## src/common/esaxi_pkg.sv

```systemverilog
package esaxi_pkg;

   // ##############################
   // bus and packet field types
   // ##############################
   typedef logic [31:0] addr_t;      // axi / emesh address
   typedef logic [31:0] data_t;      // axi / emesh data word
   typedef logic [1:0]  datamode_t;  // 0 byte, 1 half, 2 word (axi size coding)
   typedef logic [3:0]  ctrlmode_t;
   typedef logic [1:0]  burst_t;     // axi burst type
   typedef logic [1:0]  resp_t;      // axi response
   typedef logic [7:0]  len_t;       // burst length minus one

   // ##############################
   // constants
   // ##############################
   // own link id, matched against dstaddr[31:20]
   localparam logic [11:0] ELINK_ID = 12'h810;

   localparam burst_t BURST_INCR = 2'b01;  // fixed and wrap step nothing

   localparam resp_t RESP_OKAY   = 2'b00;
   localparam resp_t RESP_SLVERR = 2'b10;

   localparam datamode_t SIZE_WORD = 2'b10;

   // address bits below a 32b word
   localparam int ADDR_LSB = 2;

endpackage

```

## src/common/emesh_if.sv

```systemverilog
`timescale 1ns/1ps

// one emesh packet, access is a single-cycle strobe
interface emesh_if import esaxi_pkg::*; ();

   logic      access;    // packet valid this cycle
   datamode_t datamode;
   ctrlmode_t ctrlmode;
   addr_t     dstaddr;
   data_t     data;      // zero for read requests

   // packet producer side
   modport src (output access, datamode, ctrlmode, dstaddr, data);

   // issue stage side
   modport dst (input access, datamode, ctrlmode, dstaddr, data);

endinterface

```

## src/common/rd_ctx_if.sv

```systemverilog
`timescale 1ns/1ps

// read burst context shared by the three read blocks
interface rd_ctx_if import esaxi_pkg::*; ();

   logic      active;  // burst in progress
   addr_t     addr;    // address of the current beat
   datamode_t size;    // burst size, also the request datamode
   logic      last;    // current beat is the final one
   logic      beat;    // r handshake of an accepted beat

   modport decode  (output active, addr, size, last, input beat);
   modport request (input active, addr, size, last, beat);
   modport result  (input size, output beat);

endinterface

```

## src/design/emesh_issue.sv

```systemverilog
`timescale 1ns/1ps

module emesh_issue import esaxi_pkg::*;
(
   input  logic      s_axi_aclk,
   input  logic      s_axi_aresetn,
   emesh_if.dst      in,
   output logic      access,
   output datamode_t datamode,
   output ctrlmode_t ctrlmode,
   output addr_t     dstaddr,
   output data_t     data
);

   logic access_q;  // registered strobe before the id filter

   always_ff @(posedge s_axi_aclk)
   begin
      if (!s_axi_aresetn)
         access_q <= 1'b0;
      else
         access_q <= in.access;  // one packet per cycle
   end

   // packet fields, loaded every cycle
   always_ff @(posedge s_axi_aclk)
   begin
      datamode <= in.datamode;
      ctrlmode <= in.ctrlmode;
      dstaddr  <= in.dstaddr;
      data     <= in.data;
   end

   // packets to our own link id never leave the bridge
   assign access = access_q & (dstaddr[31:20] != ELINK_ID);

endmodule

```

## src/design/esaxi.sv

```systemverilog
`timescale 1ns/1ps

module esaxi import esaxi_pkg::*;
(
   input  logic      s_axi_aclk,
   input  logic      s_axi_aresetn,
   // write address channel
   input  addr_t     s_axi_awaddr,
   input  burst_t    s_axi_awburst,
   input  datamode_t s_axi_awsize,
   input  logic      s_axi_awvalid,
   output logic      s_axi_awready,
   // write data channel
   input  data_t     s_axi_wdata,
   input  logic [3:0] s_axi_wstrb,
   input  logic      s_axi_wlast,
   input  logic      s_axi_wvalid,
   output logic      s_axi_wready,
   // write response channel
   output resp_t     s_axi_bresp,
   output logic      s_axi_bvalid,
   input  logic      s_axi_bready,
   // read address channel
   input  addr_t     s_axi_araddr,
   input  burst_t    s_axi_arburst,
   input  datamode_t s_axi_arsize,
   input  len_t      s_axi_arlen,
   input  logic      s_axi_arvalid,
   output logic      s_axi_arready,
   // read data channel
   output data_t     s_axi_rdata,
   output resp_t     s_axi_rresp,
   output logic      s_axi_rlast,
   output logic      s_axi_rvalid,
   input  logic      s_axi_rready,
   // config
   input  ctrlmode_t ecfg_tx_ctrlmode,
   // write packets to tx fifo
   output logic      emwr_access,
   output datamode_t emwr_datamode,
   output ctrlmode_t emwr_ctrlmode,
   output addr_t     emwr_dstaddr,
   output data_t     emwr_data,
   input  logic      emwr_progfull,
   // read requests to tx fifo
   output logic      emrq_access,
   output datamode_t emrq_datamode,
   output ctrlmode_t emrq_ctrlmode,
   output addr_t     emrq_dstaddr,
   // read responses from rx fifo
   input  data_t     emrr_data,
   input  logic      emrr_access,
   input  logic      emrr_timeout,
   output logic      emrr_rd_en
);

   emesh_if  wr_pkt ();  // write decode -> write issue
   emesh_if  rq_pkt ();  // read request -> read issue
   rd_ctx_if rd_ctx ();  // read burst state

   // ##############################
   // write path
   // ##############################
   axi_write_channel write_channel_i (
      .s_axi_aclk       (s_axi_aclk),
      .s_axi_aresetn    (s_axi_aresetn),
      .s_axi_awaddr     (s_axi_awaddr),
      .s_axi_awburst    (s_axi_awburst),
      .s_axi_awsize     (s_axi_awsize),
      .s_axi_awvalid    (s_axi_awvalid),
      .s_axi_awready    (s_axi_awready),
      .s_axi_wdata      (s_axi_wdata),
      .s_axi_wstrb      (s_axi_wstrb),
      .s_axi_wlast      (s_axi_wlast),
      .s_axi_wvalid     (s_axi_wvalid),
      .s_axi_wready     (s_axi_wready),
      .s_axi_bresp      (s_axi_bresp),
      .s_axi_bvalid     (s_axi_bvalid),
      .s_axi_bready     (s_axi_bready),
      .emwr_progfull    (emwr_progfull),
      .ecfg_tx_ctrlmode (ecfg_tx_ctrlmode),
      .pkt              (wr_pkt.src)
   );

   emesh_issue write_issue_i (
      .s_axi_aclk    (s_axi_aclk),
      .s_axi_aresetn (s_axi_aresetn),
      .in            (wr_pkt.dst),
      .access        (emwr_access),
      .datamode      (emwr_datamode),
      .ctrlmode      (emwr_ctrlmode),
      .dstaddr       (emwr_dstaddr),
      .data          (emwr_data)
   );

   // ##############################
   // read path
   // ##############################
   axi_read_decode read_decode_i (
      .s_axi_aclk    (s_axi_aclk),
      .s_axi_aresetn (s_axi_aresetn),
      .s_axi_araddr  (s_axi_araddr),
      .s_axi_arburst (s_axi_arburst),
      .s_axi_arsize  (s_axi_arsize),
      .s_axi_arlen   (s_axi_arlen),
      .s_axi_arvalid (s_axi_arvalid),
      .s_axi_arready (s_axi_arready),
      .s_axi_rlast   (s_axi_rlast),
      .ctx           (rd_ctx.decode)
   );

   read_request read_request_i (
      .s_axi_aclk       (s_axi_aclk),
      .s_axi_aresetn    (s_axi_aresetn),
      .ecfg_tx_ctrlmode (ecfg_tx_ctrlmode),
      .ctx              (rd_ctx.request),
      .pkt              (rq_pkt.src)
   );

   emesh_issue read_issue_i (
      .s_axi_aclk    (s_axi_aclk),
      .s_axi_aresetn (s_axi_aresetn),
      .in            (rq_pkt.dst),
      .access        (emrq_access),
      .datamode      (emrq_datamode),
      .ctrlmode      (emrq_ctrlmode),
      .dstaddr       (emrq_dstaddr),
      .data          ()              // requests carry no data
   );

   read_result read_result_i (
      .s_axi_aclk    (s_axi_aclk),
      .s_axi_aresetn (s_axi_aresetn),
      .emrr_data     (emrr_data),
      .emrr_access   (emrr_access),
      .emrr_timeout  (emrr_timeout),
      .emrr_rd_en    (emrr_rd_en),
      .s_axi_rdata   (s_axi_rdata),
      .s_axi_rresp   (s_axi_rresp),
      .s_axi_rvalid  (s_axi_rvalid),
      .s_axi_rready  (s_axi_rready),
      .ctx           (rd_ctx.result)
   );

endmodule

```

## src/read/axi_read_decode.sv

```systemverilog
`timescale 1ns/1ps

module axi_read_decode import esaxi_pkg::*;
(
   input  logic      s_axi_aclk,
   input  logic      s_axi_aresetn,
   input  addr_t     s_axi_araddr,
   input  burst_t    s_axi_arburst,
   input  datamode_t s_axi_arsize,
   input  len_t      s_axi_arlen,
   input  logic      s_axi_arvalid,
   output logic      s_axi_arready,
   output logic      s_axi_rlast,
   rd_ctx_if.decode  ctx
);

   logic   ar_take;   // ar handshake
   logic   active_q;
   logic   last_q;
   addr_t  ar_addr;
   burst_t ar_burst;
   len_t   ar_len;    // beats left minus one

   assign ar_take = s_axi_arready & s_axi_arvalid;

   // arready and burst active
   always_ff @(posedge s_axi_aclk)
   begin
      if (!s_axi_aresetn)
      begin
         s_axi_arready <= 1'b0;
         active_q      <= 1'b0;
         last_q        <= 1'b0;
      end
      else
      begin
         if (!s_axi_arready && !active_q)
            s_axi_arready <= 1'b1;
         else if (s_axi_arvalid)
            s_axi_arready <= 1'b0;
         if (ar_take)
            active_q <= 1'b1;
         else if (ctx.beat && last_q)
            active_q <= 1'b0;        // final beat accepted
         if (ar_take)
            last_q <= (s_axi_arlen == '0);  // single beat burst
         else if (ctx.beat && ar_len == len_t'(1))
            last_q <= 1'b1;
      end
   end

   // address, size and beat count
   always_ff @(posedge s_axi_aclk)
   begin
      if (ar_take)
      begin
         ar_addr  <= s_axi_araddr;
         ar_burst <= s_axi_arburst;
         ctx.size <= s_axi_arsize;
         ar_len   <= s_axi_arlen;
      end
      else if (ctx.beat)
      begin
         ar_len <= ar_len - 1'b1;
         if (ar_burst == BURST_INCR)  // fixed and wrap hold the address
            ar_addr <= {ar_addr[31:ADDR_LSB] + 1'b1, {ADDR_LSB{1'b0}}};
      end
   end

   assign ctx.active  = active_q;
   assign ctx.addr    = ar_addr;
   assign ctx.last    = last_q;
   assign s_axi_rlast = last_q;

endmodule

```

## src/read/read_request.sv

```systemverilog
`timescale 1ns/1ps

module read_request import esaxi_pkg::*;
(
   input  logic      s_axi_aclk,
   input  logic      s_axi_aresetn,
   input  ctrlmode_t ecfg_tx_ctrlmode,
   rd_ctx_if.request ctx,
   emesh_if.src      pkt
);

   logic active_q;  // delayed active, for the leading edge
   logic next_q;    // non-last beat accepted

   // one request per beat, next one only after the previous answer
   always_ff @(posedge s_axi_aclk)
   begin
      if (!s_axi_aresetn)
      begin
         active_q   <= 1'b0;
         next_q     <= 1'b0;
         pkt.access <= 1'b0;
      end
      else
      begin
         active_q   <= ctx.active;
         next_q     <= ctx.beat & ~ctx.last;
         pkt.access <= (ctx.active & ~active_q) | next_q;  // first beat or next beat
      end
   end

   // request fields follow the current beat address
   always_ff @(posedge s_axi_aclk)
   begin
      pkt.datamode <= ctx.size;
      pkt.ctrlmode <= ecfg_tx_ctrlmode;
      pkt.dstaddr  <= ctx.addr;
   end

   assign pkt.data = '0;

endmodule

```

## src/read/read_result.sv

```systemverilog
`timescale 1ns/1ps

module read_result import esaxi_pkg::*;
(
   input  logic     s_axi_aclk,
   input  logic     s_axi_aresetn,
   input  data_t    emrr_data,
   input  logic     emrr_access,
   input  logic     emrr_timeout,
   output logic     emrr_rd_en,
   output data_t    s_axi_rdata,
   output resp_t    s_axi_rresp,
   output logic     s_axi_rvalid,
   input  logic     s_axi_rready,
   rd_ctx_if.result ctx
);

   // single read in flight, so pop every response at once
   assign emrr_rd_en = emrr_access;

   always_ff @(posedge s_axi_aclk)
   begin
      if (!s_axi_aresetn)
         s_axi_rvalid <= 1'b0;
      else if (emrr_access)
         s_axi_rvalid <= 1'b1;
      else if (s_axi_rready)
         s_axi_rvalid <= 1'b0;  // held until taken
   end

   // narrow data copied to every lane
   always_ff @(posedge s_axi_aclk)
   begin
      if (emrr_access)
      begin
         case (ctx.size)
            2'b00:   s_axi_rdata <= {4{emrr_data[7:0]}};   // byte
            2'b01:   s_axi_rdata <= {2{emrr_data[15:0]}};  // half word
            default: s_axi_rdata <= emrr_data;
         endcase
         s_axi_rresp <= emrr_timeout ? RESP_SLVERR : RESP_OKAY;
      end
   end

   assign ctx.beat = s_axi_rvalid & s_axi_rready;  // accepted beat

endmodule

```

## src/write/axi_write_channel.sv

```systemverilog
`timescale 1ns/1ps

module axi_write_channel import esaxi_pkg::*;
(
   input  logic       s_axi_aclk,
   input  logic       s_axi_aresetn,
   input  addr_t      s_axi_awaddr,
   input  burst_t     s_axi_awburst,
   input  datamode_t  s_axi_awsize,
   input  logic       s_axi_awvalid,
   output logic       s_axi_awready,
   input  data_t      s_axi_wdata,
   input  logic [3:0] s_axi_wstrb,
   input  logic       s_axi_wlast,
   input  logic       s_axi_wvalid,
   output logic       s_axi_wready,
   output resp_t      s_axi_bresp,
   output logic       s_axi_bvalid,
   input  logic       s_axi_bready,
   input  logic       emwr_progfull,
   input  ctrlmode_t  ecfg_tx_ctrlmode,
   emesh_if.src       pkt
);

   logic      write_active;  // between aw handshake and last beat
   logic      beat;          // w handshake
   logic      last_beat;
   addr_t     aw_addr;       // current beat address
   burst_t    aw_burst;
   datamode_t aw_size;
   logic      beat_q;        // beat captured, waiting for alignment
   data_t     wdata_q;
   logic [3:0] wstrb_q;
   addr_t     waddr_q;
   logic [1:0] lane;         // lowest strobed byte lane

   assign beat      = s_axi_wvalid & s_axi_wready;
   assign last_beat = beat & s_axi_wlast;
   assign s_axi_bresp = RESP_OKAY;  // writes never fail

   // ##############################
   // aw / w / b control
   // ##############################
   always_ff @(posedge s_axi_aclk)
   begin
      if (!s_axi_aresetn)
      begin
         s_axi_awready <= 1'b0;
         write_active  <= 1'b0;
         s_axi_wready  <= 1'b0;
         s_axi_bvalid  <= 1'b0;
      end
      else
      begin
         // idle and no response pending
         if (!s_axi_awready && !write_active && !s_axi_bvalid)
            s_axi_awready <= 1'b1;
         else if (s_axi_awvalid)
            s_axi_awready <= 1'b0;  // address taken
         if (s_axi_awready && s_axi_awvalid)
            write_active <= 1'b1;
         else if (last_beat)
            write_active <= 1'b0;
         if (last_beat)
            s_axi_wready <= 1'b0;
         else
            s_axi_wready <= write_active & ~emwr_progfull;  // throttle on prog-full
         if (last_beat)
            s_axi_bvalid <= 1'b1;   // also the response wait state
         else if (s_axi_bready)
            s_axi_bvalid <= 1'b0;
      end
   end

   // burst address, stepped one word per beat for incr
   always_ff @(posedge s_axi_aclk)
   begin
      if (s_axi_awready && s_axi_awvalid)
      begin
         aw_addr  <= s_axi_awaddr;
         aw_burst <= s_axi_awburst;
         aw_size  <= s_axi_awsize;
      end
      else if (beat && aw_burst == BURST_INCR)
         aw_addr <= {aw_addr[31:ADDR_LSB] + 1'b1, {ADDR_LSB{1'b0}}};
   end

   // ##############################
   // beat capture and alignment
   // ##############################
   always_ff @(posedge s_axi_aclk)
   begin
      if (!s_axi_aresetn)
         beat_q <= 1'b0;
      else
         beat_q <= beat;
      if (beat)
      begin
         wdata_q <= s_axi_wdata;
         wstrb_q <= s_axi_wstrb;
         waddr_q <= aw_addr;  // address before stepping
      end
   end

   always_comb
   begin
      if (wstrb_q[0] || aw_size == SIZE_WORD)
         lane = 2'd0;        // full words stay on lane 0
      else if (wstrb_q[1])
         lane = 2'd1;
      else if (wstrb_q[2])
         lane = 2'd2;
      else
         lane = 2'd3;
   end

   always_ff @(posedge s_axi_aclk)
   begin
      if (!s_axi_aresetn)
         pkt.access <= 1'b0;
      else
         pkt.access <= beat_q;
      pkt.datamode <= aw_size;                   // stable through the burst
      pkt.ctrlmode <= ecfg_tx_ctrlmode;
      pkt.dstaddr  <= {waddr_q[31:ADDR_LSB], lane};
      pkt.data     <= wdata_q >> {lane, 3'b000}; // shift down to lane 0
   end

endmodule
```

## config.mk

```make
export PLATFORM = sky130hd
export DESIGN_NAME = esaxi
export DESIGN_NICKNAME = d
export VERILOG_FILES = /design/src/common/esaxi_pkg.sv /design/src/common/emesh_if.sv /design/src/common/rd_ctx_if.sv /design/src/design/emesh_issue.sv /design/src/design/esaxi.sv /design/src/read/axi_read_decode.sv /design/src/read/read_request.sv /design/src/read/read_result.sv /design/src/write/axi_write_channel.sv
export SDC_FILE = /design/constraint.sdc
export NUM_CORES = 1
export LEC_CHECK = 0
export ABC_AREA = 0
export ABC_CLOCK_PERIOD_IN_PS = 5600
export BUFFER_PORTS_ARGS = -buffer_cell sky130_fd_sc_hd__buf_2
export CORE_ASPECT_RATIO = 1.5
export CORE_MARGIN = 2
export CORE_UTILIZATION = 59
export CTS_BUF_LIST = sky130_fd_sc_hd__clkbuf_4 sky130_fd_sc_hd__clkbuf_8
export CTS_CLUSTER_SIZE = 16
export DETAILED_ROUTE_END_ITERATION = 8
export GPL_TIMING_DRIVEN = 0
export PLACE_DENSITY = 0.92
export SETUP_SLACK_MARGIN = 0.1
export SYNTH_ARGS = -nofsm -noshare
export SYNTH_HDL_FRONTEND = slang
export SYNTH_SLANG_ARGS = --single-unit
```

## constraint.sdc

```tcl
create_clock -name s_axi_aclk -period 5.6 [get_ports s_axi_aclk]
set_input_delay 1.12 -clock s_axi_aclk [delete_from_list [all_inputs] [get_ports s_axi_aclk]]
set_output_delay 1.12 -clock s_axi_aclk [all_outputs]
set_load 0.005 [all_outputs]
```

==> results of run 1 <==
[through the flow]
stage,area [sq um],setup WS [ps]
final,16270,2368
after global routing,16270,2355
after CTS,16230,2408
after detailed placement,15120,2000
after global placement,15090,294.4
after floorplan,13200,1622
[cell families after synthesis]
family | after synthesis | share of synthesized area
xor gates and xnor gates | 30 | 0.01992
other | 1 | 0.0002843
DFF | 399 | 0.7391
AOI/OAI and AO/OA | 156 | 0.07200
and+or+nand+nor | 301 | 0.1221
adders and majority gates | 4 | 0.003794
muxes | 26 | 0.02144
buffers and inverters | 61 | 0.02134
[sequential cells by signal, indices dropped and copies added (netlist names), 3 cells and up]
register,count
write_channel_i.pkt.dstaddr,32
read_issue_i.ctrlmode,4
read_decode_i.ctx.addr,32
write_issue_i.data,32
read_decode_i.ar_len,8
write_issue_i.dstaddr,32
write_channel_i.pkt.data,32
read_result_i.s_axi_rdata,32
read_request_i.pkt.dstaddr,32
write_channel_i.wdata_q,32
write_channel_i.wstrb_q,3
read_issue_i.dstaddr,32
read_request_i.pkt.ctrlmode,4
write_channel_i.aw_addr,30
write_channel_i.waddr_q,30
[Yosys cell counts (9+ instances only)]
| master | instances | share of area |
|---|---|---|
| nand4_1 | 14 | 0.0066 |
| and4_1 | 16 | 0.011 |
| xor2_1 | 18 | 0.012 |
| xnor2_1 | 12 | 0.0080 |
| o21ai_0 | 44 | 0.017 |
| o31ai_1 | 20 | 0.011 |
| a31oi_1 | 31 | 0.015 |
| buf_4 | 10 | 0.0057 |
| a21oi_1 | 37 | 0.014 |
| nand2_1 | 59 | 0.017 |
| or4_1 | 20 | 0.011 |
| edfxtp_1 | 176 | 0.40 |
| nor2_1 | 86 | 0.024 |
| and2_1 | 17 | 0.0081 |
| clkbuf_1 | 27 | 0.0077 |
| and3_1 | 18 | 0.0085 |
| or3_1 | 9 | 0.0043 |
| inv_1 | 12 | 0.0034 |
| nand3_1 | 23 | 0.0087 |
| dfxtp_1 | 223 | 0.34 |
| mux2_2 | 18 | 0.015 |
[final cells by class]
type | count | area share
inverters | 14 | 0.003230
flip-flops and latches | 399 | 0.5992
repair buffers | 311 | 0.09798
multi-input cells | 520 | 0.1955
clock inverters | 19 | 0.007383
clock buffers | 78 | 0.06060
plain buffers | 47 | 0.01407
well taps | 276 | 0.02123
diodes | 5 | 0.0007691
[power by group through the flow]
stage | logic [mW] | clock network (mW) | registers [mW]
floorplan | 0.151 | 0 | 3.29
global placement | 0.306 | 0 | 3.30
detailed placement | 0.323 | 0 | 3.31
CTS | 0.327 | 2.24 | 3.24
global route | 0.363 | 2.37 | 3.25
finish | 0.332 | 2.20 | 3.24
[worst paths after layout]
kind | from | to | slack, ps
max | emrr_access | emrr_rd_en | 2370
min | write_channel_i.pkt.data[1]$_DFF_P_ | write_issue_i.data[1]$_DFF_P_ | 310
max reg2reg | write_channel_i.s_axi_wready$_SDFF_PP0_ | write_channel_i.aw_addr[14]$_DFFE_PP_ | 3240
min reg2reg | write_channel_i.pkt.data[1]$_DFF_P_ | write_issue_i.data[1]$_DFF_P_ | 310
[per-layer routing]
metal	global-route usage	share of wire
met1	0.2862	0.33
met2	0.4926	0.53
met3	0.05778	0.070
met4	0.1758	0.062
met5	0	0
[worst register-to-register path, stage by stage (launching register included)]
cell      delay (ps)
dfxtp_1          350
and2_4           740
nand3b_1         210
nand2_1          520
buf_16           240
==> results.yml, run 1 <==
layout:
  final_core_util: 0.7351
  stdcell_count: 1669
  nets: 1513
  drive_gt1_frac: 0.3220
  multiInputGateArea_sq_um: 3181
  seqCellArea_sq_um: 9749
  n_fill_cell: 1424
  area_delta_synth_final_pct: 23.35
  final_cell_mix: "314 x buf_2, 223 x dfxtp_1, 176 x edfxtp_1"
  final_common_cell: "buf_2"
power:
  power_frac_seq: 0.561
  intPower_mw: 4.503
  leakage_nw: 6.550
  power_frac_comb: 0.057
  power-per-cell-area_nw_per_um2: 355.2
  peakVddDrop_v: 0.0002370
  p_sw_mw: 1.276
  switching_share: 0.2209
  pwr-share-clk: 0.381
  total_power_mw: 5.779
worst_hold_path:
  holdPathStages: 0
  hp-class: "flop to flop"
setup_path:
  required_ps: 4480
  critPathLaunchType: "input pin"
  crit_buf_inv: 3
  crit_slowest_cell: "buf_2"
  critical_path_depth: 3
  crit_path_frequent_cell: "buf_2"
  cp-end-kind: "primary output"
  cp_max_fo: 35
  cp_top_family: "buffers and inverters"
  cp_data_arrival_time_ps: 2110
  worst-setup-path-type: "input pin to primary output"
  cpPeakStageDelay_ps: 640
  path_cells: "buf_2, buf_4, buf_2"
  reg2regPathDepth: 4
synthesis:
  async_flop_share: 0
  syn_inst: 978
  ys_seq_area_frac: 0.7391
  synth_ff_type: "dfxtp_1"
  synth_cell_types: 46
  synth_edf_count: 176
  syn-cell-area_sq_um: 13190
  yosysWarnings: 0
  avgSynthCellArea_sq_um: 13.49
  ys_ff_latch: 399
run_status:
  status: "finished, final reports clean"
floorplan:
  io_pins: 316
  rows: 67
  dieArea_sq_um: 23590
  coreArea_sq_um: 22130
  dieHeight_microns: 187.1
  die_w_microns: 126.1
  initial_core_util: 0.5960
global_routing:
  grt_usage: 0.2740
  antenna_found_initial: 5
  grt-ovfl-total: 0
  grt_pass1_vias: 9616
  grt_pass1_wl_microns: 50250
  grt_start_max_net_pins: 68
sta:
  grt_setup_unrepaired: "no"
  hold_viol_final: 0
  setup_viol: 0
  period_share: 0.5771
  skew_ps: 30.87
  max_freq_mhz: 309.4
  whs_ps: 305.6
  min_period_ps: 3232
  worstMarginPinSlew_ps: 936.8
  relSlewSlack: 0.3755
  slew_viol_final: 0
  tns_ps: 0
drt:
  drcViolationCount: 0
  drt-initial-drc-count: 610
  ant_nets: 0
  dr.pass1.iters: 5
  wl_per_cell_microns: 19.76
  vias: 9432
  wl_microns: 32980
  vias_per_cell: 5.651
placement:
  dp_cells: 1566
  routabilityCongestion: 0.9164
  io_buffers: 309
  hpwl_microns: 23900
cts:
  cts_buffer_depth: 3
  numCtsBuffers: 53
  cts_resized: 0
  cts_setup_buffers: 0
  insertion_delay_ps: 580
  cts_root_buf: "clkbuf_8"
  cts_tree: "yes"
  postCtsHoldBufs: 0
  clk_pin_slew_ps: 70
  clock-sinks: 399
  h-tree-depth: 2
job:
  maxCapViolations: 0
(Power assumes the default switching activity.)
==> run 2, diff against run 1 <==
Settings changed: ABC_CLOCK_PERIOD_IN_PS 5600 to 2700, CORE_UTILIZATION 59 to 50, PLACE_DENSITY 0.92 to 0.83.
Clock period 5.6 ns to 2.7 ns, I/O delays scaled along.
==> run 2 against run 1 <==
Net effect:
- sequential share of layout area shrank 0.74 points
- combinational power up 110%
- hold slack got worse by 240 ps
- via count down 0.76%
- first-iteration DRC count up 13%
- critical path depth unchanged
- clock skew down 10 ps
- register-to-register slack worse by 2800 ps
- sequential power is 110% higher
- global-route usage shrank 5.0 points
- die area increased by 18%
- non-clock buffer count is 1 lower
==> results.yml, run 2 (synthesis results as in run 1) <==
setup_path:
  cp-end-kind: "primary output"
  required_ps: 2160
  critPathLaunchType: "flop"
  cp_max_fo: 2
  worst-setup-path-type: "flop to primary output"
  cp_data_arrival_time_ps: 1760
  regToRegSetupSlack_ps: 450
layout:
  n_fill_cell: 1885
  stdcell_count: 1725
  multiInputGateArea_sq_um: 3183
  nets: 1512
  final_common_cell: "buf_2"
  final_cell_mix: "314 x buf_2, 223 x dfxtp_1, 176 x edfxtp_1"
  area_delta_synth_final_pct: 24.89
  drive_gt1_frac: 0.3247
  final_core_util: 0.6371
  fin_area_sq_um: 16470
  seqCellArea_sq_um: 9749
drt:
  drcViolationCount: 0
  ant_nets: 0
  wl_per_cell_microns: 18.54
  wl_microns: 31990
  drt-initial-drc-count: 688
  vias: 9360
  dr.pass1.iters: 5
  vias_per_cell: 5.426
placement:
  routabilityCongestion: 0.8773
  io_buffers: 309
  placedInstanceArea_sq_um: 15200
  dp_cells: 1623
  hpwl_microns: 23010
cts:
  cts_tree: "yes"
  insertion_delay_ps: 580
  cts_setup_buffers: 0
  numCtsBuffers: 53
  clock-sinks: 399
  h-tree-depth: 2
  cts_buffer_depth: 3
  cts_root_buf: "clkbuf_8"
  clk_pin_slew_ps: 70
sta:
  min_period_ps: 2298
  grt_setup_unrepaired: "no"
  period_share: 0.8512
  setup_viol: 0
  slew_viol_final: 0
  hold_viol_final: 0
  skew_ps: 20.71
  worstMarginPinSlew_ps: 911.3
  max_freq_mhz: 435.1
  relSlewSlack: 0.3925
floorplan:
  dieArea_sq_um: 27720
  dieHeight_microns: 202.9
  io_pins: 316
  initial_core_util: 0.5102
  rows: 72
  die_w_microns: 136.6
  coreArea_sq_um: 25850
job:
  maxCapViolations: 0
run_status:
  status: "finished, final reports clean"
global_routing:
  grt_pass1_wl_microns: 47310
  grt-ovfl-total: 0
  antenna_found_initial: 5
  grt_start_max_net_pins: 68
  grt_pass1_vias: 9151
  grt_usage: 0.2242
power:
  peakVddDrop_v: 0.0005133
  leakage_nw: 6.616
  pwr-share-clk: 0.408
  power_frac_comb: 0.055
  switching_share: 0.2125
  intPower_mw: 9.847
  power-per-cell-area_nw_per_um2: 759.1
  power_frac_seq: 0.538
  p_sw_mw: 2.657
worst_hold_path:
  hp-class: "input pin to flop"
[run 2: what timing repair did]
action	4_1_cts	5_1_grt
resized for setup	1	0
hold buffers	0	0
setup endpoints to repair	30	0
[run 2: cell type report]
cell class | instances | area share
diodes | 3 | 0.0004557
clock buffers | 81 | 0.06350
clock inverters | 18 | 0.01306
well taps | 333 | 0.02529
repair buffers | 310 | 0.09555
multi-input cells | 520 | 0.1932
plain buffers | 47 | 0.01390
flip-flops and latches | 399 | 0.5918
inverters | 14 | 0.003190
[run 2: path summary, 6_finish.rpt]
kind / start / endpoint / depth (start not counted)
worst max register to register: write_channel_i.aw_addr[2]$_DFFE_PP_ / write_channel_i.aw_addr[30]$_DFFE_PP_ / 6
worst min-delay path: ecfg_tx_ctrlmode[0] / read_request_i.pkt.ctrlmode[0]$_DFF_P_ / 1
worst min register to register: write_channel_i.pkt.data[17]$_SDFF_PP0_ / write_issue_i.data[17]$_DFF_P_ / 0
worst max-delay path: write_issue_i.dstaddr[21]$_DFF_P_ / emwr_access / 3
[run 2: per-layer routing]
layer  up-vias  track usage  routed length [microns]
met4         4       0.1481                     2183
met3       144      0.04519                     2463
met5         -            0                       24
met2       537       0.4080                    16650
met1      4347       0.2265                    10660
li1       4328            -                        -
[run 2: power groups by stage]
stage | registers, mW | clock network, mW | logic, mW
2_1_floorplan | 6.82 | 0 | 0.314
3_3_place_gp | 6.84 | 0 | 0.644
3_5_place_dp | 6.85 | 0 | 0.677
4_1_cts | 6.72 | 5.19 | 0.685
5_1_grt | 6.74 | 5.43 | 0.753
6_report | 6.72 | 5.10 | 0.683
[run 2: critical path, stage by stage (launching register included)]
cell and delay [ps]:
dfxtp_1 320, nor4b_1 430, a31oi_1 250, buf_2 190
[run 2: per-stage QoR]
stage	hold WS, ps	total power [mW]	TNS (ps)	setup slack (ps)
final	65.14	12.50	0	401.8
after CTS	26.29	12.60	0	193.7
after global routing	31.45	12.92	0	139.5
after detailed placement	312.1	7.528	-9360	-313.7
after floorplan	309.6	7.136	0	168.8
after global placement	310.8	7.484	-31950	-766.0
